[config.mk]
export PLATFORM = sky130hd
export DESIGN_NAME = alu_shifter
export DESIGN_NICKNAME = d
export VERILOG_FILES = /design/src/alu_pkg.sv /design/src/alu_shifter.sv
export SDC_FILE = /design/constraint.sdc
export NUM_CORES = 1
export LEC_CHECK = 0
export ABC_AREA = 1
export BUFFER_PORTS_ARGS = -buffer_cell sky130_fd_sc_hd__buf_2
export CAP_MARGIN = 20
export CORE_MARGIN = 5
export CORE_UTILIZATION = 56
export DETAILED_ROUTE_END_ITERATION = 8
export GPL_TIMING_DRIVEN = 0
export MAX_ROUTING_LAYER = met4
export PLACE_DENSITY = 0.8
export SYNTH_ARGS = -nofsm -noshare
export SYNTH_HDL_FRONTEND = slang
export SYNTH_SLANG_ARGS = --single-unit
[constraint.sdc]
create_clock -name vclk -period 3.7
set_clock_uncertainty 0.05 [all_clocks]
set_input_delay 0.185 -clock vclk [all_inputs]
set_output_delay 0.185 -clock vclk [all_outputs]
set_load 0.05 [all_outputs]
[src/alu_pkg.sv]
// Opcode values are sequential from zero so vector files can give them by index
// Word width is fixed at 32 bits and the count width must hold the value 32
package alu_pkg;

  // Operand and result width
  localparam int unsigned XLEN = 32;

  // Count results reach 32 for an all-zero or all-one operand
  localparam int unsigned CNT_W = 6;

  typedef logic [XLEN-1:0] word_t;

  typedef enum logic [5:0] {
    // Base logical ops
    ALU_AND      = 6'd0,
    ALU_OR       = 6'd1,
    ALU_XOR      = 6'd2,
    // Zbb logical ops with inverted operand B
    ALU_B_ANDN   = 6'd3,
    ALU_B_ORN    = 6'd4,
    ALU_B_XNOR   = 6'd5,
    // Adder
    ALU_ADD      = 6'd6,
    ALU_SUB      = 6'd7,
    // Shifts and rotates
    ALU_SLL      = 6'd8,
    ALU_SRL      = 6'd9,
    ALU_SRA      = 6'd10,
    ALU_B_ROL    = 6'd11,
    ALU_B_ROR    = 6'd12,
    // Zbs single-bit ops
    ALU_B_BSET   = 6'd13,
    ALU_B_BCLR   = 6'd14,
    ALU_B_BINV   = 6'd15,
    ALU_B_BEXT   = 6'd16,
    // Branch compares, result on cmp_result only
    ALU_EQ       = 6'd17,
    ALU_NE       = 6'd18,
    ALU_LT       = 6'd19,
    ALU_LTU      = 6'd20,
    ALU_GE       = 6'd21,
    ALU_GEU      = 6'd22,
    // Set-less-than and min/max
    ALU_SLT      = 6'd23,
    ALU_SLTU     = 6'd24,
    ALU_B_MIN    = 6'd25,
    ALU_B_MINU   = 6'd26,
    ALU_B_MAX    = 6'd27,
    ALU_B_MAXU   = 6'd28,
    // Zba shift-and-add
    ALU_B_SH1ADD = 6'd29,
    ALU_B_SH2ADD = 6'd30,
    ALU_B_SH3ADD = 6'd31,
    // Bit counts
    ALU_B_CLZ    = 6'd32,
    ALU_B_CTZ    = 6'd33,
    ALU_B_CPOP   = 6'd34,
    // Byte ops and extensions
    ALU_B_ORC_B  = 6'd35,
    ALU_B_REV8   = 6'd36,
    ALU_B_SEXT_B = 6'd37,
    ALU_B_SEXT_H = 6'd38,
    ALU_B_ZEXT_H = 6'd39
  } alu_op_e;

  // One request per valid strobe
  typedef struct packed {
    alu_op_e op;
    word_t   operand_a;
    word_t   operand_b;
  } alu_req_t;

  // Registered response
  typedef struct packed {
    word_t result;
    logic  cmp_result;
    logic  alu_err;
  } alu_rsp_t;

endpackage

[src/alu_shifter.sv]
// Only the low 5 bits of operand B are used as the shift amount
// With zbs_en at 0 the single-bit opcodes pass the raw shift of A through
`timescale 1ns/1ps

module alu_shifter #(
  parameter bit zbs_en = 1'b1
) (
  input  alu_pkg::alu_op_e op_i,
  input  alu_pkg::word_t   operand_a_i,
  input  alu_pkg::word_t   operand_b_i,
  output alu_pkg::word_t   shift_result_o
);
  import alu_pkg::*;

  logic              shift_right;
  logic [5:0]        shamt;
  word_t             shifter_aa;
  word_t             shifter_bb;
  logic [2*XLEN-1:0] funnel;
  word_t             funnel_lo;

  ////////////////////////////////////////////////////////////////////////////
  // Funnel setup

  // Right shifts become left rotates by the negated amount
  assign shift_right = op_i inside {ALU_SRL, ALU_SRA, ALU_B_ROR, ALU_B_BEXT};
  assign shamt = shift_right ? -{1'b0, operand_b_i[4:0]} : {1'b0, operand_b_i[4:0]};

  always_comb begin
    // Lower half is the data, upper half is what fills in
    shifter_aa = operand_a_i;
    shifter_bb = '0;
    unique case (op_i)
      // Sign fill from the left
      ALU_SRA: shifter_bb = {XLEN{operand_a_i[XLEN-1]}};
      // Rotates feed A back in
      ALU_B_ROL,
      ALU_B_ROR: shifter_bb = operand_a_i;
      // Walk a single one into the bit position
      ALU_B_BSET,
      ALU_B_BCLR,
      ALU_B_BINV: begin
        if (zbs_en) begin
          shifter_aa = word_t'(1);
        end
      end
      default: ;
    endcase
  end

  ////////////////////////////////////////////////////////////////////////////
  // Six rotate stages over the 64-bit funnel

  always_comb begin
    funnel = {shifter_bb, shifter_aa};
    for (int s = 5; s >= 0; s--) begin
      if (shamt[s]) begin
        funnel = (funnel << (1 << s)) | (funnel >> (2 * XLEN - (1 << s)));
      end
    end
  end

  assign funnel_lo = funnel[XLEN-1:0];

  ////////////////////////////////////////////////////////////////////////////
  // Single-bit ops on top of the shifted mask

  generate
    if (zbs_en) begin : gen_zbs
      always_comb begin
        shift_result_o = funnel_lo;
        unique case (op_i)
          ALU_B_BEXT: shift_result_o = word_t'(funnel_lo[0]);
          ALU_B_BSET: shift_result_o = operand_a_i | funnel_lo;
          ALU_B_BCLR: shift_result_o = operand_a_i & ~funnel_lo;
          ALU_B_BINV: shift_result_o = operand_a_i ^ funnel_lo;
          default: ;
        endcase
      end
    end else begin : gen_no_zbs
      assign shift_result_o = funnel_lo;
    end
  endgenerate

  // Logical shifts must bring in zeros from the empty upper half
  always_comb begin
    if (op_i == ALU_SLL) begin
      assert (funnel_lo == (operand_a_i << operand_b_i[4:0]))
        else $error("zero fill wrong for logical left shift");
    end
    if (op_i == ALU_SRL) begin
      assert (funnel_lo == (operand_a_i >> operand_b_i[4:0]))
        else $error("zero fill wrong for logical right shift");
    end
  end

endmodule

==> impl_metrics.csv <==
group,metric,value,unit
outcome,status,"finished clean",
synth,syn_nets,1142,
global_routing,grt_pass1_vias,7288,
critical_path,required,3460,ps
cells_and_area,antenna_cells,0,
clock_network,cts_hold_buf,0,
timing,hold_viol,0,
critical_path,cp.arrival,3430,ps
route,routed_wl,28.0,mm
synth,yosysTopAreaCellShare,28.8,%
global_routing,top_usage_layer,"met2",
timing,finalMaxSlewViolations,0,
synth,post-synth-top-count-cell,"nand3_1",
cells_and_area,layoutNonFillerInstCount,1222,
route,dr.first_iter.drc_count,1343,
synth,ys_types,32,
power,pwr_density_cell,217,mW/mm^2
cells_and_area,drive_gt1_share,23.4,%
timing,fin_hold_ws,933,ps
global_routing,antenna_found_initial,0,
placed_design,post-place-ws,-564,ps
die,core_area,0.00933,mm^2
timing,timing.final.crit_share,98.9,%
route,postRouteAntennaNets,0,
global_routing,grt_use_met3,8.24,%
timing,fin_ws,39.4,ps
min_path,holdPathStages,6,
placed_design,place_area,0.00592,mm^2
cells_and_area,nNetsFinal,1228,
timing,worst_pin_slew,814,ps
flow_run,cap_viol_max_count,0,
cells_and_area,seq_cells,0,
global_routing,grt_start_max_net_pins,11,
route,firstDrtPassIters,9,
timing,max_freq,273,MHz
synth,synthTopCellsByArea,"nand3_1 (29%), nand2_1 (21%), ha_1 (15%)",
cells_and_area,clockBufferCount,0,
cells_and_area,seq_area,0,um^2
global_routing,grt_use_met1,56.8,%
placed_design,port_buffers,74,
die,die-area,0.0117,mm^2
synth,synth_common_cells,"nand3_1 (310), nand2_1 (307), ha_1 (63)",
min_path,min_path_type,"in -> out",
critical_path,endpoint_kind,"output port",
route,vias,8513,
cells_and_area,final_util,71.2,%
die,io_pins,102,
global_routing,grt_pass1_wl,39.7,mm
synth,avgSynthCellArea,5.34,um^2
critical_path,path_class,"in -> out",
route,viasPerCell,6.97,
placed_design,dpl.cell_count,1212,
synth,yosys_warnings,0,
die,die_y,108,um
route,wl_per_cell,22.9,um
die,die_w,108,um
power,power_leakage,3.61,nW
placed_design,place.gp.congestion,1.17,
critical_path,start_kind,"primary input",
cells_and_area,syn_to_final_growth,23.3,%
route,drcViolationCount,0,
synth,synth_top_cell_by_area,"nand3_1",
timing,setup_viol_count_final,0,
die,initial_utilization,57.8,%
global_routing,grt_use_met2,65.7,%
power,power,1.44,mW
timing,maxSlewHeadroom,45.7,%
synth,syn_inst,1009,
timing,final.setup.tns,0,ps
die,fp-row-count,35,
synth,netlist_area,0.00539,mm^2
synth,synth_seq_area_share,0,%
placed_design,dp_hpwl,20.8,mm
timing,rsz0062_at_grt,"yes",
global_routing,overflow,0,
critical_path,cp_max_fo,10,
power,peakVddDrop,0.155,mV
timing,fin_crit,3660,ps
global_routing,grt_use_total,44.9,%
cells_and_area,final_area,0.00664,mm^2
[timing repair]
action / 4_1_cts / 5_1_grt
gates resized for setup: 14 / 173
setup buffers: 2 / 10
setup endpoints to repair: 31 / 31
pin swaps: 6 / 62
[logic make-up after synthesis]
logic type / count (synthesis) / synth area share (%)
compound gates: 124 / 17.1
xor+xnor: 3 / 0.836
fa+ha+maj: 63 / 14.6
buf+inv: 137 / 11.2
simple gates: 682 / 56.2
[final timing paths]
path                  to  slack (ps)           start
max   shift_result_o[20]          40  operand_b_i[0]
min    shift_result_o[0]         930         op_i[0]
[critical path, cell delays in order]
cell      delay, ps
buf_4           160
inv_4            70
buf_8           160
ha_1            220
nand2_1          80
xor2_1          180
nand2_2          90
nand2_4         140
inv_2            60
buf_6           150
buf_6           160
o211ai_1        320
nand3_1         230
nand3_2         150
nand3_1         140
nand2_2         120
ha_1            220
a221oi_1        280
nand2_1          90
buf_4           190
[layout make-up]
cell class	count	area, um^2
inverters	62	235
well taps	129	161
multi-input cells	872	5270
plain buffers	73	423
fillers	826	2680
repair buffers	86	554
[routing by layer]
metal  vias to the layer above  wire length [um]
li1                       3682                 -
met1                      3703              9520
met2                       871             11400
met3                       257              4340
met4                         0              2750
met5                         -                 0
[layout by cell type (no fill, tap or decap), types with 22 or more instances in the layout]
cell type | Yosys | routed
a221oi_2 | 0 | 22
buf_2 | 35 | 74
buf_4 | 4 | 31
ha_1 | 63 | 63
inv_1 | 58 | 57
nand2_1 | 307 | 292
nand3_1 | 310 | 256
nand3_2 | 2 | 54
nor2_1 | 45 | 45
o211ai_1 | 47 | 47
[power by group]
part	total, mW	leakage (nW)	switching (mW)	internal (mW)
logic	1.44	3.61	1.00	0.435
clock network	0	0	0	0
registers	0	0	0	0
total	1.44	3.61	1.00	0.435
Note: power is estimated with default switching activity, not from simulation.
