--- src/alu_pkg.sv ---
// Opcode values are sequential from zero so vector files can give them by index
// Word width is fixed at 32 bits and the count width must hold the value 32
package alu_pkg;

  // Operand and result width
  localparam int unsigned XLEN = 32;

  // Count results reach 32 for an all-zero or all-one operand
  localparam int unsigned CNT_W = 6;

  typedef logic [XLEN-1:0] word_t;

  typedef enum logic [5:0] {
    // Base logical ops
    ALU_AND      = 6'd0,
    ALU_OR       = 6'd1,
    ALU_XOR      = 6'd2,
    // Zbb logical ops with inverted operand B
    ALU_B_ANDN   = 6'd3,
    ALU_B_ORN    = 6'd4,
    ALU_B_XNOR   = 6'd5,
    // Adder
    ALU_ADD      = 6'd6,
    ALU_SUB      = 6'd7,
    // Shifts and rotates
    ALU_SLL      = 6'd8,
    ALU_SRL      = 6'd9,
    ALU_SRA      = 6'd10,
    ALU_B_ROL    = 6'd11,
    ALU_B_ROR    = 6'd12,
    // Zbs single-bit ops
    ALU_B_BSET   = 6'd13,
    ALU_B_BCLR   = 6'd14,
    ALU_B_BINV   = 6'd15,
    ALU_B_BEXT   = 6'd16,
    // Branch compares, result on cmp_result only
    ALU_EQ       = 6'd17,
    ALU_NE       = 6'd18,
    ALU_LT       = 6'd19,
    ALU_LTU      = 6'd20,
    ALU_GE       = 6'd21,
    ALU_GEU      = 6'd22,
    // Set-less-than and min/max
    ALU_SLT      = 6'd23,
    ALU_SLTU     = 6'd24,
    ALU_B_MIN    = 6'd25,
    ALU_B_MINU   = 6'd26,
    ALU_B_MAX    = 6'd27,
    ALU_B_MAXU   = 6'd28,
    // Zba shift-and-add
    ALU_B_SH1ADD = 6'd29,
    ALU_B_SH2ADD = 6'd30,
    ALU_B_SH3ADD = 6'd31,
    // Bit counts
    ALU_B_CLZ    = 6'd32,
    ALU_B_CTZ    = 6'd33,
    ALU_B_CPOP   = 6'd34,
    // Byte ops and extensions
    ALU_B_ORC_B  = 6'd35,
    ALU_B_REV8   = 6'd36,
    ALU_B_SEXT_B = 6'd37,
    ALU_B_SEXT_H = 6'd38,
    ALU_B_ZEXT_H = 6'd39
  } alu_op_e;

  // One request per valid strobe
  typedef struct packed {
    alu_op_e op;
    word_t   operand_a;
    word_t   operand_b;
  } alu_req_t;

  // Registered response
  typedef struct packed {
    word_t result;
    logic  cmp_result;
    logic  alu_err;
  } alu_rsp_t;

endpackage

--- src/alu_compare.sv ---
// For opcodes that are not branches the branch result is plain equality
// Signedness follows the opcode; LT, GE, SLT, MIN and MAX are signed
`timescale 1ns/1ps

module alu_compare (
  input  alu_pkg::alu_op_e op_i,
  input  alu_pkg::word_t   operand_a_i,
  input  alu_pkg::word_t   operand_b_i,
  output logic             cmp_result_o,
  output logic             less_o,
  output alu_pkg::word_t   min_o,
  output alu_pkg::word_t   max_o
);
  import alu_pkg::*;

  logic is_signed;
  logic is_equal;
  logic is_greater;

  assign is_signed = op_i inside {ALU_LT, ALU_GE, ALU_SLT, ALU_B_MIN, ALU_B_MAX};
  assign is_equal  = (operand_a_i == operand_b_i);

  // One extra bit makes one signed compare cover both forms
  assign is_greater = $signed({operand_a_i[XLEN-1] & is_signed, operand_a_i}) >
                      $signed({operand_b_i[XLEN-1] & is_signed, operand_b_i});

  // Strictly less than, shared by LT/LTU branches and SLT/SLTU
  assign less_o = !(is_greater || is_equal);

  // Branch outcome
  always_comb begin
    cmp_result_o = is_equal;
    unique case (op_i)
      ALU_EQ:          cmp_result_o = is_equal;
      ALU_NE:          cmp_result_o = !is_equal;
      ALU_LT, ALU_LTU: cmp_result_o = less_o;
      ALU_GE, ALU_GEU: cmp_result_o = is_greater || is_equal;
      default: ;
    endcase
  end

  // Min and max, A wins on a tie
  assign min_o = is_greater ? operand_b_i : operand_a_i;
  assign max_o = is_greater ? operand_a_i : operand_b_i;

endmodule

--- config.mk ---
export PLATFORM = sky130hd
export DESIGN_NAME = alu_compare
export DESIGN_NICKNAME = d
export VERILOG_FILES = /design/src/alu_pkg.sv /design/src/alu_compare.sv
export SDC_FILE = /design/constraint.sdc
export NUM_CORES = 1
export LEC_CHECK = 0
export ABC_AREA = 1
export BUFFER_PORTS_ARGS = -buffer_cell sky130_fd_sc_hd__buf_2
export CAP_MARGIN = 5
export CORE_MARGIN = 4
export CORE_UTILIZATION = 40
export DETAILED_ROUTE_END_ITERATION = 7
export PLACE_DENSITY = 0.76
export RECOVER_POWER = 25
export SYNTH_ARGS = -nofsm -noshare
export SYNTH_HDL_FRONTEND = slang
export SYNTH_SLANG_ARGS = --single-unit
--- constraint.sdc ---
create_clock -name vclk -period 4.9
set_input_delay 0.245 -clock vclk [all_inputs]
set_output_delay 0.245 -clock vclk [all_outputs]
set_load 0.01 [all_outputs]
==> summary.md, run 1 <==
| Metric | Value |
|---|---|
| Result of the run | finished, violations left |
| Failing checks | capacitance limit, slew limit |
| Area growth syn-to-layout | 25.6% |
| DIE AREA | 0.00674 mm^2 |
| Via count | roughly 2,600 |
| Worst VDD drop | around 0.093 mV |
| P_leak | ~1.6 nW |
| Unrepaired setup endpoints after global routing | false |
| WP data required | between 4 and 5 ns |
| CP peak stage delay | around 1.1 ns |
| Avg Vias per Cell | between 4 and 5 |
| Total global routing overflow | 0 |
| Top cells by area, synth | ha_1 (18%), nand2_1 (17%), a21oi_2 (13%), inv_1 (10%), nor2_2 (7.4%) |
| Crit Path Class | in -> out |
| Seq Cell Count | 0 |
| Chip width | approximately 82 um |
| Fmax | roughly 280 MHz |
| Power per cell area | approximately 150 mW/mm^2 |
| Min Hold Slack | 0.815 ns |
| Area of the mapped netlist | around 0.0022 mm^2 |
| Crit Path Max Fanout | around 130 |
| Register area share after synthesis | 0% |
| Critical-path cell list | buf_2 -> inv_1 -> ha_1 -> nand2_1 -> inv_1 -> nand2_1 -> nand2_1 -> a21oi_1 -> nand2_1 -> nor2_1 -> nand3_1 -> nand2_4 -> nand2_1 -> o21ai_2 -> buf_2 |
| Crit end category | primary output |
| Initial Util | between 40% and 50% |
| CP Depth | 15 |
| Worst-margin pin slew | approximately 1.6 ns |
| First-pass GRT wire length | ~9100 um |
| Synth unique cells | 22 |
| Slew Viols, Final | 129 |
| Final ANT Viol Nets | 0 |
| Post-CTS Hold Buffers | 0 |
| Clock buffers | 0 |
| Cell taking the most area after synthesis | ha_1 |
| # diodes | 0 |
| Hold crit path type | in -> out |
| Initial antenna violation count | 0 |
| Most frequent cell after synthesis | nand2_1 |
| IO Pins | roughly 140 |
| Largest net degree at the start of global routing | approximately 130 |
| 1st-pass router iterations | 4 |
| Critical path's slowest cell | nand2_4 |
| Die height | between 80 and 90 um |
| Drt wl/cell | ~10 um |
| Layout cells sized above 1 | roughly two fifths |
| Final Routed Wirelength | 5780 um |
| Post-route minimum period | around 3.5 ns |
| DRC viols | 0 |
| Storage cell area | 0 um^2 |
| Routability cong. | around 0.83 |
| Synth Instances | between 300 and 400 |
| Final TNS setup | 0 ns |
| Rows | 26 |
| HPWL after detailed placement | between 4000 and 5000 um |
| Final Setup Violations | 0 |
| Syn_nets | roughly 470 |
| First DRT Iteration DRCs | between 40 and 50 |
| Hold depth | 4 |
| Total GRT Usage | between 10% and 20% |
| Postcts setup bufs | 0 |
| Fin. Hold Viols | 0 |
| CP delay by family, top | simple AND/OR/NAND/NOR gates |
| CP arrival | roughly 3.3 ns |
| Hold wc startpoint | operand_a_i[4] |
| YS warnings | 0 |
| Nets | 589 |
| Crit share post-route | 72.1% |
| Critical Path Start | operand_b_i[31] |
| Post-cts sizing count | 0 |
| Post-synth top area share | a little under a fifth |
| PortBufs | around 140 |
| Startpoint types | input port |
| Max Cap Violations | 1 |
| Syn avg cell area | between 6 and 7 um^2 |
| Bufs and invs on worst path | 4 |
| Critical Path Most Common Cell | nand2_1 |
| Vias in the first global route | ~2,300 |
| Slew margin rel. | -8.30% |
| Core ar. | 0.00520 mm^2 |
| Most frequent cells after synthesis | nand2_1 (98), inv_1 (59), a21oi_2 (32), ha_1 (32) |
## cell usage in the layout, fill, tap and decap left out, drive strengths merged
| cell type | netlist | final |
|---|---|---|
| buf | 14 | 123 |
| nand2 | 100 | 100 |
| inv | 59 | 59 |
| nor2 | 52 | 52 |
| a21oi | 44 | 44 |
| o21ai | 35 | 35 |
| ha | 32 | 32 |
| clkbuf | 0 | 13 |
| nand3 | 11 | 11 |
| nand4 | 8 | 8 |
| nor4 | 3 | 3 |
| a21o | 2 | 2 |
| nor3 | 2 | 2 |
| xor2 | 1 | 1 |
## worst paths after layout
check	endpoint	slack, ns
max	max_o[31]	1.37
min	max_o[4]	0.81
## where the power goes
group	switching (mW)	internal, mW
clock	0	0
combinational	0.249	0.161
sequential	0	0
## layer usage
metal	up-vias	GRT usage [%]	share of wire, %	wire (um)
met4	0	0.498	0	0
met3	0	0.976	6.8	394
met2	76	32.5	50	2910
met5	-	0	0	0
met1	1058	18.6	43	2470
li1	1416	-	-	-
## cell families after synthesis
family                     share of synthesized area, %
and+or+nand+nor                                    35.7
AOI/OAI and AO/OA                                  27.2
buffers and inverters                              18.4
adders and majority gates                          18.2
xor gates and xnor gates                          0.399
## layout make-up
cell class                      count  area [um^2]
Fill cell                         555         2450
Multi-Input combinational cell    290         1780
Timing Repair Buffer              136          664
Inverter                           59          221
Tap cell                           70         87.6
## stage by stage
step | power (mW) | std cells | util (%) | setup WS [ns] | instance area (um^2)
floorplan | 0.310 | 363 | - | 2.82 | 2200
CTS | 0.418 | 555 | 53.6 | 1.80 | 2790
global route | 0.460 | 555 | 53.0 | 0.983 | 2760
global placement | 0.405 | 555 | 53.6 | 1.91 | 2790
detailed placement | 0.416 | 555 | 53.6 | 1.80 | 2790
finish | 0.409 | 555 | 53.0 | 1.37 | 2760
Power figures use the tool's default switching activity.
==> inputs of run 2 (changes only) <==
- ABC_AREA: 1 -> 0
- PLACE_DENSITY: 0.76 -> 0.81
- clock period: 4.9 -> 3.15 ns (I/O delays scaled with it)
==> run 2 against run 1 <==
  * The flow now finishes without violations
  * Synthesized cell count decreased by 41%
  * Die area decreased by 9.5%
  * Cell count decreased by 26%
  * Worst setup slack got worse by 1.1 ns
  * Largest cell class unchanged
==> summary.md, run 2 <==
| Metric | Value |
|---|---|
| Fin. Hold Viols | 0 (unchanged) |
| Register area share after synthesis | 0% (unchanged) |
| Slew Viols, Final | 0 (-100%) |
| Initial Util | 41.3% (-0.87 points) |
| Worst slack, placed | 0.181 ns (-1.62 ns) |
| Seq Cell Count | 0 (unchanged) |
| Min Hold Slack | 0.646 ns (-0.168 ns) |
| Final Util | 56.1% (+3.2 points) |
| Top cells by area, synth | mux2_4 (29%), ha_1 (20%), mux2_2 (15%), inv_1 (6.3%), buf_6 (3.4%) |
| Final TNS setup | 0 ns (unchanged) |
| Startpoint types | input port |
| HPWL after detailed placement | 4440 um (-11%) |
| Final instance area | 0.00267 mm^2 (-3.2%) |
| Via count | 2,009 (-21%) |
| Crit Path Class | in -> out |
| Crit end category | primary output |
| Postcts setup bufs | 0 (unchanged) |
| Chip width | 78.1 um (-4.9%) |
| P_leak | 1.52 nW (-3.8%) |
| Syn avg cell area | 9.18 um^2 (+52%) |
| Nets | 449 (-24%) |
| Total GRT Usage | 14.9% (-0.95 points) |
| Fmax | between 300 and 400 MHz |
| Total chip power | 0.555 mW (+36%) |
| Post-route minimum period | slightly below 3 ns |
| DRC viols | 0 (unchanged) |
| DIE AREA | 0.00610 mm^2 (-9.5%) |
| Routability cong. | 0.784 (-5.0%) |
| Cell taking the most area after synthesis | mux2_4 |
| Unrepaired setup endpoints after global routing | false |
| First DRT Iteration DRCs | 27 (-36%) |
| Cell count after placement | 412 (-26%) |
| First-pass GRT wire length | 8040 um (-11%) |
| # diodes | 0 (unchanged) |
| YS warnings | 0 (unchanged) |
| Power per cell area | 208 mW/mm^2 (+40%) |
| Fin cells | 412 (-26%) |
| Crit Path Max Fanout | 30 (-77%) |
| Synth Instances | 214 (-41%) |
| Commonest cells after routing, fill and taps aside | buf_2 (135), inv_1 (33), ha_1 (32) |
| Storage cell area | 0 um^2 (unchanged) |
| Area of the multi-input gates | 0.00174 mm^2 (-2.4%) |
| CP peak stage delay | 0.37 ns (-0.76 ns) |
| PortBufs | 136 (unchanged) |
| Area growth syn-to-layout | 35.9% |
| Vias in the first global route | 1,894 (-16%) |
| Worst-margin pin slew | 0.505 ns (-1.12 ns) |
| Critical Path Most Common Cell | buf_2 |
| Post-CTS Hold Buffers | 0 (unchanged) |
| Most common cell after layout, fill and taps aside | buf_2 |
| WP data required | 2.99 ns (-1.67 ns) |
| Syn_nets | 316 (-32%) |
| Drt wl/cell | 12.1 um (+16%) |
| Die height | 78.1 um (-4.9%) |
| Max Cap Violations | 0 (-1) |
| Initial antenna violation count | 0 (unchanged) |
| Synth unique cells | 37 (+68%) |
| Hold crit path type | in -> out |
| Rows | 25 (-3.8%) |
| Final Routed Wirelength | 4970 um (-14%) |
| Worst VDD drop | 0.0933 mV (+0.34%) |
| Avg Vias per Cell | 4.88 (+6.1%) |
| Most frequent cell after synthesis | mux2_4 |
| IO Pins | 136 (unchanged) |
| Largest net degree at the start of global routing | 35 (-73%) |
| Critical path's slowest cell | a221o_1 |
| Post-synth top area share | 29.0% (+11 points) |
| Slew margin rel. | 66.3% (+75 points) |
| Area of the mapped netlist | 0.00196 mm^2 (-11%) |
| 1st-pass router iterations | 4 (unchanged) |
| Most frequent cells after synthesis | mux2_4 (38), inv_1 (33), ha_1 (32), mux2_2 (26), nand2_1 (14) |
| FILL cells | 461 (-17%) |
| Result of the run | finished, final reports clean |
| Critical-path cell list | buf_2 -> inv_1 -> ha_1 -> and4_1 -> nor4bb_4 -> a221o_1 -> nor3_4 -> mux2i_4 -> buf_12 -> mux2_2 -> buf_2 |
| Final Setup Violations | 0 (unchanged) |
| Crit share post-route | 93.0% |
| Clock buffers | 0 (unchanged) |
| Total global routing overflow | 0 (unchanged) |
| Fin worst setup slack | 0.222 ns (-1.15 ns) |
| Core ar. | 0.00475 mm^2 (-8.7%) |
| Final ANT Viol Nets | 0 (unchanged) |
| CP arrival | 2.77 ns (-0.52 ns) |
| Layout cells sized above 1 | 58.0% (+17 points) |
| Placed Area | 0.00270 mm^2 (-3.3%) |
==> run 2: changes by cell type after synthesis, sizes merged, moves of 26 or more <==
cell   change
o21ai     -27
mux2      +64
nand2     -86
a21oi     -31
nor2      -46
inv       -26
==> run 2: cell families after synthesis <==
logic type | synth area share, %
mux | 45.6
simple gates | 12.5
buf+inv | 9.94
compound gates | 10.6
fa+ha+maj | 20.4
xor+xnor | 0.892
==> run 2: worst paths after layout <==
path                             from         to  slack, ns  cells past startpoint
worst max-delay path  operand_b_i[24]  max_o[16]       0.22                     11
worst min-delay path  operand_b_i[27]  min_o[27]       0.65                      3
==> run 2: cell type report <==
type                            instances  area share [%]
Multi-Input combinational cell        174            65.3
Timing Repair Buffer                  138            27.0
Inverter                               33            4.64
Tap cell                               67            3.14
==> run 2: critical path: cells and delay by family <==
| family | cells | cell delay (ns) |
|---|---|---|
| fa+ha+maj | 1 | 0.30 |
| simple gates | 3 | 0.66 |
| mux | 2 | 0.72 |
| compound gates | 1 | 0.37 |
| buf+inv | 4 | 0.54 |
==> run 2: report_power, final <==
group | internal, mW | switching (mW)
clock | 0 | 0
combinational | 0.297 | 0.258
sequential | 0 | 0
total | 0.297 | 0.258
==> run 2: routing by layer <==
layer	vias to the layer above	part of all wire [%]	GRT usage [%]
met4	0	0	0
li1	1037	-	-
met3	0	6.5	1.38
met1	903	40	16.8
met2	69	53	31.3
met5	-	0	0
==> run 2: repair_timing <==
action / 4_1_cts / 5_1_grt
endpoints found under the setup margin: 0 / 32
hold endpoints to repair: 0 / 0
resized for setup: 0 / 1
==> inputs of run 3 (changes only) <==
- ABC_AREA: 0 -> 1
- PLACE_DENSITY: 0.81 -> 0.78
==> run 3 against run 2 <==
  * Global-route usage increased by 0.75 points
  * Wire length increased by 13%
  * Non-clock buffer count unchanged
  * Critical path type unchanged
  * Sequential share of layout area unchanged
  * Critical endpoint is now max_o[18]
  * Die area increased by 11%
  * Combinational power increased by 16%
==> summary.md, run 3 (synthesis results as in run 1) <==
| Metric | Value |
|---|---|
| Initial antenna violation count | 0 (unchanged) |
| # diodes | 0 (unchanged) |
| CP arrival | 2.51 ns (-0.26 ns) |
| Final Setup Violations | 0 (unchanged) |
| Slew margin rel. | 74.1% (+7.8 points) |
| Final TNS setup | 0 ns (unchanged) |
| P_leak | 1.61 nW (+6.1%) |
| Power per cell area | 230 mW/mm^2 (+11%) |
| Critical Path Start | operand_b_i[31] |
| Most common cell after layout, fill and taps aside | buf_2 |
| Postcts setup bufs | 0 (unchanged) |
| Largest net degree at the start of global routing | 55 (+57%) |
| Slew Viols, Final | 0 (unchanged) |
| Via count | 2,584 (+29%) |
| Worst slack, placed | 0.452 ns (+0.271 ns) |
| Rows | 26 (+4.0%) |
| Crit share post-route | 84.7% (-8.3 points) |
| Crit path to | max_o[18] |
| DIE AREA | 0.00674 mm^2 (+11%) |
| First DRT Iteration DRCs | 60 (+120%) |
| Worst VDD drop | 0.107 mV (+15%) |
| Area growth syn-to-layout | 27.9% |
| Routability cong. | 0.808 (+3.0%) |
| Post-cts sizing count | 0 (unchanged) |
| Post-CTS Hold Buffers | 0 (unchanged) |
| HPWL after detailed placement | 5030 um (+13%) |
| DRC viols | 0 (unchanged) |
| WP data required | 2.99 ns (about the same) |
| Vias in the first global route | 2,250 (+19%) |
| First-pass GRT wire length | 9000 um (+12%) |
| Clock buffers | 0 (unchanged) |
| Commonest cells after routing, fill and taps aside | buf_2 (128), nand2_1 (98), inv_1 (59) |
| Drt wl/cell | 10.1 um (-16%) |
| Layout cells sized above 1 | 41.9% (-16 points) |
| Crit Path Max Fanout | 54 (+80%) |
| Fin worst setup slack | 0.482 ns (+0.260 ns) |
| Storage cell area | 0 um^2 (unchanged) |
| Initial Util | 42.2% (+0.87 points) |
| Avg Vias per Cell | 4.64 (-4.9%) |
| Final ANT Viol Nets | 0 (unchanged) |
| Max Cap Violations | 0 (unchanged) |
| Startpoint types | input port |
| Chip width | 82.1 um (+5.1%) |
| Hold crit path type | in -> out |
| Core ar. | 0.00520 mm^2 (+9.5%) |
| 1st-pass router iterations | 4 (unchanged) |
| Unrepaired setup endpoints after global routing | false |
| Fin. Hold Viols | 0 (unchanged) |
| Worst-margin pin slew | 0.388 ns (-0.117 ns) |
| Nets | 591 (+32%) |
| Final Routed Wirelength | 5610 um (+13%) |
| IO Pins | 136 (unchanged) |
| Final Util | 53.9% (-2.2 points) |
| Total GRT Usage | 15.6% (+0.75 points) |
| Fmax | 375 MHz (+9.8%) |
| Total global routing overflow | 0 (unchanged) |
| Crit Path Class | in -> out |
| Seq Cell Count | 0 (unchanged) |
| Die height | 82.1 um (+5.1%) |
| Post-route minimum period | 2.67 ns (-0.260 ns) |
| Result of the run | finished, final reports clean |
| PortBufs | 136 (unchanged) |
| Cell count after placement | 557 (+35%) |
| Fin cells | 557 (+35%) |
| Crit end category | primary output |
==> run 3: layer usage <==
layer	routed length (um)	GRT usage, %	share of wire, %
met5	0	0	0
met4	62	1.83	1.1
met3	411	0.434	7.3
met2	2760	30.9	49
met1	2380	19.0	42
==> run 3: worst min path at each step <==
| stage | cells after the start | startpoint | endpoint |
|---|---|---|---|
| CTS | 4 | operand_a_i[5] | max_o[5] |
| global placement | 4 | operand_a_i[1] | max_o[1] |
| floorplan | 2 | operand_a_i[12] | max_o[12] |
| detailed placement | 4 | operand_a_i[4] | max_o[4] |
| finish | 4 | operand_a_i[4] | max_o[4] |
| global route | 4 | operand_a_i[1] | max_o[1] |
==> run 3: through the flow <==
step / power, mW / area (um^2) / hold slack (ns)
finish: 0.645 / 2810 / 0.642
global route: 0.729 / 2810 / 0.671
CTS: 0.664 / 2830 / 0.643
detailed placement: 0.661 / 2830 / 0.639
global placement: 0.646 / 2830 / 0.638
floorplan: 0.482 / 2200 / 0.430
==> run 3: final cells by class <==
cell class	count	area, um^2
tap	70	87.6
inverter	59	221
multi-input combinational	290	1790
timing repair buffer	138	711
fill	560	2400
==> run 3: critical path, stage by stage <==
cell and delay, ns:
buf_2 0.09, inv_1 0.07, ha_1 0.30, nand2_1 0.07, nor2_1 0.24, nand3_1 0.16
nor2_1 0.15, nand2_1 0.07, nand2_1 0.05, nor2_1 0.05, nand2_1 0.08, nand2_2 0.11
nand2_8 0.32, buf_12 0.29, nand2_1 0.09, o21ai_2 0.06, buf_2 0.14
==> run 3: power by group <==
| group | switching, mW | total [mW] | internal, mW | leakage, nW |
|---|---|---|---|---|
| logic | 0.386 | 0.645 | 0.259 | 1.61 |
| clock network | 0 | 0 | 0 | 0 |
| registers | 0 | 0 | 0 | 0 |
| total | 0.386 | 0.645 | 0.259 | 1.61 |
